==> src/hw/cpu_isa_pkg.sv <==
package cpu_isa_pkg;

    // ------------------------------------------------------------------------
    // opcode groups of the supported rv32i subset
    // ------------------------------------------------------------------------
    typedef enum logic [6:0] {
        OPC_OP     = 7'b0110011,
        OPC_OP_IMM = 7'b0010011,
        OPC_LUI    = 7'b0110111,
        OPC_LOAD   = 7'b0000011,
        OPC_STORE  = 7'b0100011,
        OPC_BRANCH = 7'b1100011,
        OPC_JAL    = 7'b1101111,
        OPC_JALR   = 7'b1100111
    } opcode_e;

    // alu selector, pass_b forwards operand b untouched for lui
    typedef enum logic [3:0] {
        ALU_ADD,
        ALU_SUB,
        ALU_AND,
        ALU_OR,
        ALU_XOR,
        ALU_SLT,
        ALU_SLL,
        ALU_SRL,
        ALU_SRA,
        ALU_PASS_B
    } alu_op_e;

    // funct3 codes, arithmetic group
    localparam logic [2:0] F3_ADD_SUB = 3'b000;
    localparam logic [2:0] F3_SLL     = 3'b001;
    localparam logic [2:0] F3_SLT     = 3'b010;
    localparam logic [2:0] F3_XOR     = 3'b100;
    localparam logic [2:0] F3_SRL_SRA = 3'b101;
    localparam logic [2:0] F3_OR      = 3'b110;
    localparam logic [2:0] F3_AND     = 3'b111;
    // funct3 codes, branch group
    localparam logic [2:0] F3_BEQ     = 3'b000;
    localparam logic [2:0] F3_BNE     = 3'b001;

    // funct7 that flips add->sub and srl->sra
    localparam logic [6:0] F7_ALT     = 7'b0100000;

    // ------------------------------------------------------------------------
    // instruction formats, all 32 bits wide
    // ------------------------------------------------------------------------
    typedef struct packed {
        logic [6:0] funct7;
        logic [4:0] rs2;
        logic [4:0] rs1;
        logic [2:0] funct3;
        logic [4:0] rd;
        logic [6:0] opcode;
    } r_fmt_t;

    typedef struct packed {
        logic [11:0] imm;
        logic [4:0]  rs1;
        logic [2:0]  funct3;
        logic [4:0]  rd;
        logic [6:0]  opcode;
    } i_fmt_t;

    typedef struct packed {
        logic [6:0] imm_hi;
        logic [4:0] rs2;
        logic [4:0] rs1;
        logic [2:0] funct3;
        logic [4:0] imm_lo;
        logic [6:0] opcode;
    } s_fmt_t;

    // branch offset bits are scattered, bit 0 is implied zero
    typedef struct packed {
        logic       imm12;
        logic [5:0] imm10_5;
        logic [4:0] rs2;
        logic [4:0] rs1;
        logic [2:0] funct3;
        logic [3:0] imm4_1;
        logic       imm11;
        logic [6:0] opcode;
    } b_fmt_t;

    typedef struct packed {
        logic [19:0] imm31_12;
        logic [4:0]  rd;
        logic [6:0]  opcode;
    } u_fmt_t;

    typedef struct packed {
        logic       imm20;
        logic [9:0] imm10_1;
        logic       imm11;
        logic [7:0] imm19_12;
        logic [4:0] rd;
        logic [6:0] opcode;
    } j_fmt_t;

    // one instruction word, six views of it
    typedef union packed {
        r_fmt_t r;
        i_fmt_t i;
        s_fmt_t s;
        b_fmt_t b;
        u_fmt_t u;
        j_fmt_t j;
    } instr_u;

endpackage

==> src/hw/decoder.sv <==
`timescale 1ns/1ps

module decoder (
    input  logic                 clk,
    input  logic                 rst_n_i,
    input  logic                 run_i,
    input  logic [31:0]          instr_i,
    input  logic [31:0]          wb_data_i,
    output logic [31:0]          rdata1_o,
    output logic [31:0]          rdata2_o,
    output logic [31:0]          imm_o,
    output cpu_isa_pkg::alu_op_e alu_op_o,
    output logic                 alu_src_o,
    output logic                 branch_o,
    output logic                 bne_o,
    output logic                 jump_o,
    output logic                 jalr_o,
    output logic                 mem_read_o,
    output logic                 mem_write_o,
    output logic                 mem_to_reg_o
);

    cpu_isa_pkg::instr_u  ins;
    cpu_isa_pkg::opcode_e opc;
    logic [2:0]           f3;
    logic                 alt;
    logic                 reg_write;
    logic                 rf_we;
    logic [31:0]          rf [32];

    assign ins = instr_i;
    assign opc = cpu_isa_pkg::opcode_e'(ins.r.opcode);
    assign f3  = ins.r.funct3;
    // funct7 only matters for register-register ops
    assign alt = (opc == cpu_isa_pkg::OPC_OP) && (ins.r.funct7 == cpu_isa_pkg::F7_ALT);

    // funct3 to alu selector
    function automatic cpu_isa_pkg::alu_op_e f3_to_op(input logic [2:0] code, input logic sub);
        case (code)
            cpu_isa_pkg::F3_ADD_SUB: return sub ? cpu_isa_pkg::ALU_SUB : cpu_isa_pkg::ALU_ADD;
            cpu_isa_pkg::F3_SLL:     return cpu_isa_pkg::ALU_SLL;
            cpu_isa_pkg::F3_SLT:     return cpu_isa_pkg::ALU_SLT;
            cpu_isa_pkg::F3_XOR:     return cpu_isa_pkg::ALU_XOR;
            cpu_isa_pkg::F3_SRL_SRA: return sub ? cpu_isa_pkg::ALU_SRA : cpu_isa_pkg::ALU_SRL;
            cpu_isa_pkg::F3_OR:      return cpu_isa_pkg::ALU_OR;
            cpu_isa_pkg::F3_AND:     return cpu_isa_pkg::ALU_AND;
            default:                 return cpu_isa_pkg::ALU_ADD;
        endcase
    endfunction

    // ------------------------------------------------------------------------
    // control and immediate
    // ------------------------------------------------------------------------
    always_comb begin
        alu_op_o     = cpu_isa_pkg::ALU_ADD;
        alu_src_o    = 1'b0;
        branch_o     = 1'b0;
        bne_o        = 1'b0;
        jump_o       = 1'b0;
        jalr_o       = 1'b0;
        mem_read_o   = 1'b0;
        mem_write_o  = 1'b0;
        mem_to_reg_o = 1'b0;
        reg_write    = 1'b0;
        imm_o        = '0;
        case (opc)
            cpu_isa_pkg::OPC_OP: begin
                reg_write = 1'b1;
                alu_op_o  = f3_to_op(f3, alt);
            end
            cpu_isa_pkg::OPC_OP_IMM: begin
                reg_write = 1'b1;
                alu_src_o = 1'b1;
                alu_op_o  = f3_to_op(f3, 1'b0);
                imm_o     = {{20{ins.i.imm[11]}}, ins.i.imm};
            end
            cpu_isa_pkg::OPC_LUI: begin
                reg_write = 1'b1;
                alu_src_o = 1'b1;
                alu_op_o  = cpu_isa_pkg::ALU_PASS_B;
                imm_o     = {ins.u.imm31_12, 12'b0};
            end
            cpu_isa_pkg::OPC_LOAD: begin
                // word loads only
                // address is rs1 + imm
                reg_write    = 1'b1;
                alu_src_o    = 1'b1;
                mem_read_o   = 1'b1;
                mem_to_reg_o = 1'b1;
                imm_o        = {{20{ins.i.imm[11]}}, ins.i.imm};
            end
            cpu_isa_pkg::OPC_STORE: begin
                alu_src_o   = 1'b1;
                mem_write_o = 1'b1;
                imm_o       = {{20{ins.s.imm_hi[6]}}, ins.s.imm_hi, ins.s.imm_lo};
            end
            cpu_isa_pkg::OPC_BRANCH: begin
                // only beq and bne are decoded
                branch_o = (f3 == cpu_isa_pkg::F3_BEQ) || (f3 == cpu_isa_pkg::F3_BNE);
                bne_o    = (f3 == cpu_isa_pkg::F3_BNE);
                alu_op_o = cpu_isa_pkg::ALU_SUB;
                imm_o    = {{19{ins.b.imm12}}, ins.b.imm12, ins.b.imm11,
                            ins.b.imm10_5, ins.b.imm4_1, 1'b0};
            end
            cpu_isa_pkg::OPC_JAL: begin
                reg_write = 1'b1;
                jump_o    = 1'b1;
                imm_o     = {{11{ins.j.imm20}}, ins.j.imm20, ins.j.imm19_12,
                             ins.j.imm11, ins.j.imm10_1, 1'b0};
            end
            cpu_isa_pkg::OPC_JALR: begin
                // target rs1 + imm comes out of the alu
                reg_write = 1'b1;
                jump_o    = 1'b1;
                jalr_o    = 1'b1;
                alu_src_o = 1'b1;
                imm_o     = {{20{ins.i.imm[11]}}, ins.i.imm};
            end
            default: ;
        endcase
    end

    // ------------------------------------------------------------------------
    // register file
    // ------------------------------------------------------------------------
    // no write to x0 and nothing while stopped
    assign rf_we = run_i && reg_write && (ins.r.rd != 5'd0);

    always_ff @(posedge clk or negedge rst_n_i) begin
        if (!rst_n_i) begin
            for (int k = 0; k < 32; k++) begin
                rf[k] <= '0;
            end
        end else if (rf_we) begin
            rf[ins.r.rd] <= wb_data_i;
        end
    end

    // x0 reads as zero
    assign rdata1_o = (ins.r.rs1 == 5'd0) ? 32'd0 : rf[ins.r.rs1];
    assign rdata2_o = (ins.r.rs2 == 5'd0) ? 32'd0 : rf[ins.r.rs2];

endmodule

==> config.mk <==
export PLATFORM = sky130hd
export DESIGN_NAME = decoder
export DESIGN_NICKNAME = d
export VERILOG_FILES = /design/src/hw/cpu_isa_pkg.sv /design/src/hw/decoder.sv
export SDC_FILE = /design/constraint.sdc
export NUM_CORES = 2
export LEC_CHECK = 0
export BUFFER_PORTS_ARGS = -buffer_cell sky130_fd_sc_hd__clkbuf_2
export CORE_UTILIZATION = 60
export CTS_CLUSTER_SIZE = 14
export DETAILED_ROUTE_END_ITERATION = 7
export PLACE_DENSITY = 0.73
export SLEW_MARGIN = 20
export SYNTH_ARGS = -nofsm -noshare
export SYNTH_HDL_FRONTEND = slang
export SYNTH_SLANG_ARGS = --single-unit
export TNS_END_PERCENT = 30
==> constraint.sdc <==
create_clock -name clk -period 2.9 [get_ports clk]
set_clock_uncertainty 0.1 [all_clocks]
set_input_delay 0.29 -clock clk [delete_from_list [all_inputs] [get_ports clk]]
set_output_delay 0.29 -clock clk [all_outputs]
set_load 0.1 [all_outputs]
==> metrics.cfg <==
[cts]
clkLatencyLatePin_ns = 0.71
cts_root_buffer = clkbuf_16
clkTransAtPathRegs_ns = 0.06
cts_tree = yes
cts.htree.levels = 3
cts_buffer_depth = 3
clock-sinks = 1024
cts_buffers = 109

[power]
leakagePower_nw = 31.24
vdd_drop_max_v = 0.0005480
power_density_mw_per_mm2 = 497.9

[yosys]
ys_types = 51
syn_avg_cell_area_um2 = 14.40
syn-num-nets = 4019
synth_top_area_cell = dfrtp_1
synth_top_area_share_pct = 45.02
postSynthCellCount = 3952
async_reset_ff_share_pct = 100.0
yosys_warnings = 0
synth-seq-area-share_pct = 45.02
synth-seq-cells = 1024
synth_area_mm2 = 0.05692
ys_top_cells_by_area = dfrtp_1, mux2_2, mux4_2
synth_flop_cell = dfrtp_1
synth_edf_count = 0

[critical_path]
crit_path_start_kind = flop
worst_ep_arrival_time_ns = 2.53
slowest_stage = mux4_2
path_max_fanout = 3
crit_required_ns = 2.51
crit_type = flop to output port
crit_buf_inv = 1
critPathMaxStageDelay_ns = 0.46
worst-r2r-setup-slack_ns = 1.88
r2r-end = rf[16]$_DFFE_PN0P_
path_delay_family = multiplexers
path_cells = mux4_2 -> mux2_2 -> a221oi_4 -> a211oi_2 -> buf_12
r2r-start = rf[16]$_DFFE_PN0P_
ff2ff_path_depth = 2
crit_path_end_kind = output port

[sta]
post-route-period-util_pct = 100.7
min_period_ns = 2.921
rsz0062_at_grt = true
setup_tns_ns = -0.03976
finalMaxSlewViolations = 0
fmax_ghz = 0.3424
worst_pin_slew_ns = 0.7964
final-setup-viol-count = 3
worst_slack_ns = -0.02056
finalHoldViolations = 0
maxSlewHeadroom_pct = 46.73

[placement]
gp_congestion = 0.8523
dp_cells = 5228
dp_slack_ns = 0.01875
place_area_mm2 = 0.06282
io_buffer_count = 174
dpl.hpwl_mm = 109.1

[job]
drv_cap = 0

[layout]
final_layout_size_suffix_gt1_share_pct = 52.09
syn2layout_area_growth_pct = 17.16
stdcell_area_mm2 = 0.06669
largest_register = rf
reg.largest.list = rf x1024
fin_cells = 5425
finish.utilization_pct = 71.24
largest_reg_flops = 1024
fin_nets = 4157

[die]
die-width_um = 310
core_area_mm2 = 0.09361
fp.dieH_um = 310
initial_core_util_pct = 60.80
rows = 112
dieArea_mm2 = 0.09610
ios = 175

[min_path]
min_to = rf[916]$_DFFE_PN0P_
min_path_type = input port to flop
hold_path_depth = 2
min_from = wb_data_i[20]

[route]
wl_per_cell_um = 32.72
vias = 38489
dr.pass1.iters = 5
drtIter0Drc = 4607
drt-total-wl_mm = 177.5
ant_nets = 0
drc = 0
via_per_inst = 7.095

[grt]
grt_max_degree = 106
grt_overflow = 0
track_usage_pct = 37.78
antenna_found_initial = 5
grt_pass1_vias = 39532
grt_pass1_wl_mm = 265.9

[run_status]
failed_checks = setup timing
outcome = finished with violations

-- metal layers --
layer | up-vias | global-route usage [%] | routed length (um)
li1 | 15416 | - | -
met1 | 20427 | 53.21 | 71410
met3 | 497 | 8.214 | 17270
met5 | - | 0 | 13
met4 | 2 | 15.34 | 7936
met2 | 2147 | 57.39 | 80890
-- worst max-delay path by stage --
| stage | startpoint | end | cells after the start |
|---|---|---|---|
| after floorplan | instr_i[20] | rdata2_o[10] | 8 |
| after global placement | instr_i[20] | rdata2_o[3] | 8 |
| after detailed placement | instr_i[20] | rdata2_o[3] | 8 |
| after CTS | rf[136]$_DFFE_PN0P_ | rdata2_o[8] | 6 |
| after global routing | rf[136]$_DFFE_PN0P_ | rdata2_o[8] | 6 |
| final | rf[454]$_DFFE_PN0P_ | rdata2_o[6] | 5 |
-- cells in the mapped netlist (all sizes together) (2+ instances only) --
library cell and number:
mux4 352, nor4 33, mux2 1060, nor2b 75, nand2 92, o2111ai 2
a211oi 149, or3 4, nand3 4, a211o 6, o21ai 37, or3b 6
dfrtp 1024, nor2 13, clkbuf 265, nand2b 5, nor3 6, nand3b 8
mux2i 320, a31oi 32, and2 4, buf 194, a21o 10, a22oi 96
a21oi 67, or2 3, o31a 2, a221oi 4, o221ai 32, a22o 32
inv 3
-- through the flow --
| step | total power, mW | hold WS (ns) |
|---|---|---|
| detailed placement | 19.41 | 0.1150 |
| global route | 34.10 | 0.2015 |
| global placement | 19.34 | 0.1231 |
| finish | 33.20 | 0.1791 |
| CTS | 33.25 | 0.1330 |
| floorplan | 17.60 | -0.1056 |
-- final cells by class --
class | instances | area [um^2]
multi-input combinational | 2466 | 29900
clock buffer | 157 | 3119
clock inverter | 32 | 406.6
timing repair buffer | 486 | 6045
fill | 6218 | 26920
sequential | 1024 | 25620
tap | 1254 | 1569
antenna | 3 | 7.507
inverter | 3 | 12.51
-- where the power goes --
part / internal (mW) / switching, mW / total [mW] / leakage [nW]
sequential: 14.6 / 0.251 / 14.9 / 14.2
clock: 7.99 / 5.96 / 13.9 / 1.71
combinational: 1.70 / 2.70 / 4.40 / 15.3
-- cells by family after synthesis --
logic type,count (synthesis),synth area share [%]
multiplexers,1732,41.71
flip-flops,1024,45.02
AND/OR/NAND/NOR,258,2.414
buffers and inverters,462,4.403
AO/OA/AOI/OAI,476,6.450
-- cells in the final DEF (no fill, tap or decap), drive strengths merged, types with 67 or more instances in the layout --
cell type / instances
a22oi: 96
mux2: 1060
clkbuf: 225
mux4: 352
nor2b: 75
mux2i: 320
dfrtp: 1024
a21oi: 67
nand2: 92
a211oi: 149
buf: 416
-- repair_timing --
item	CTS	global route
setup buffers	0	3
endpoints found under the setup margin	39	38
gates resized for setup	46	33
pin swaps	7	8
endpoints found under the hold margin	590	0
hold buffers	2	0
Power figures use the tool's default switching activity.
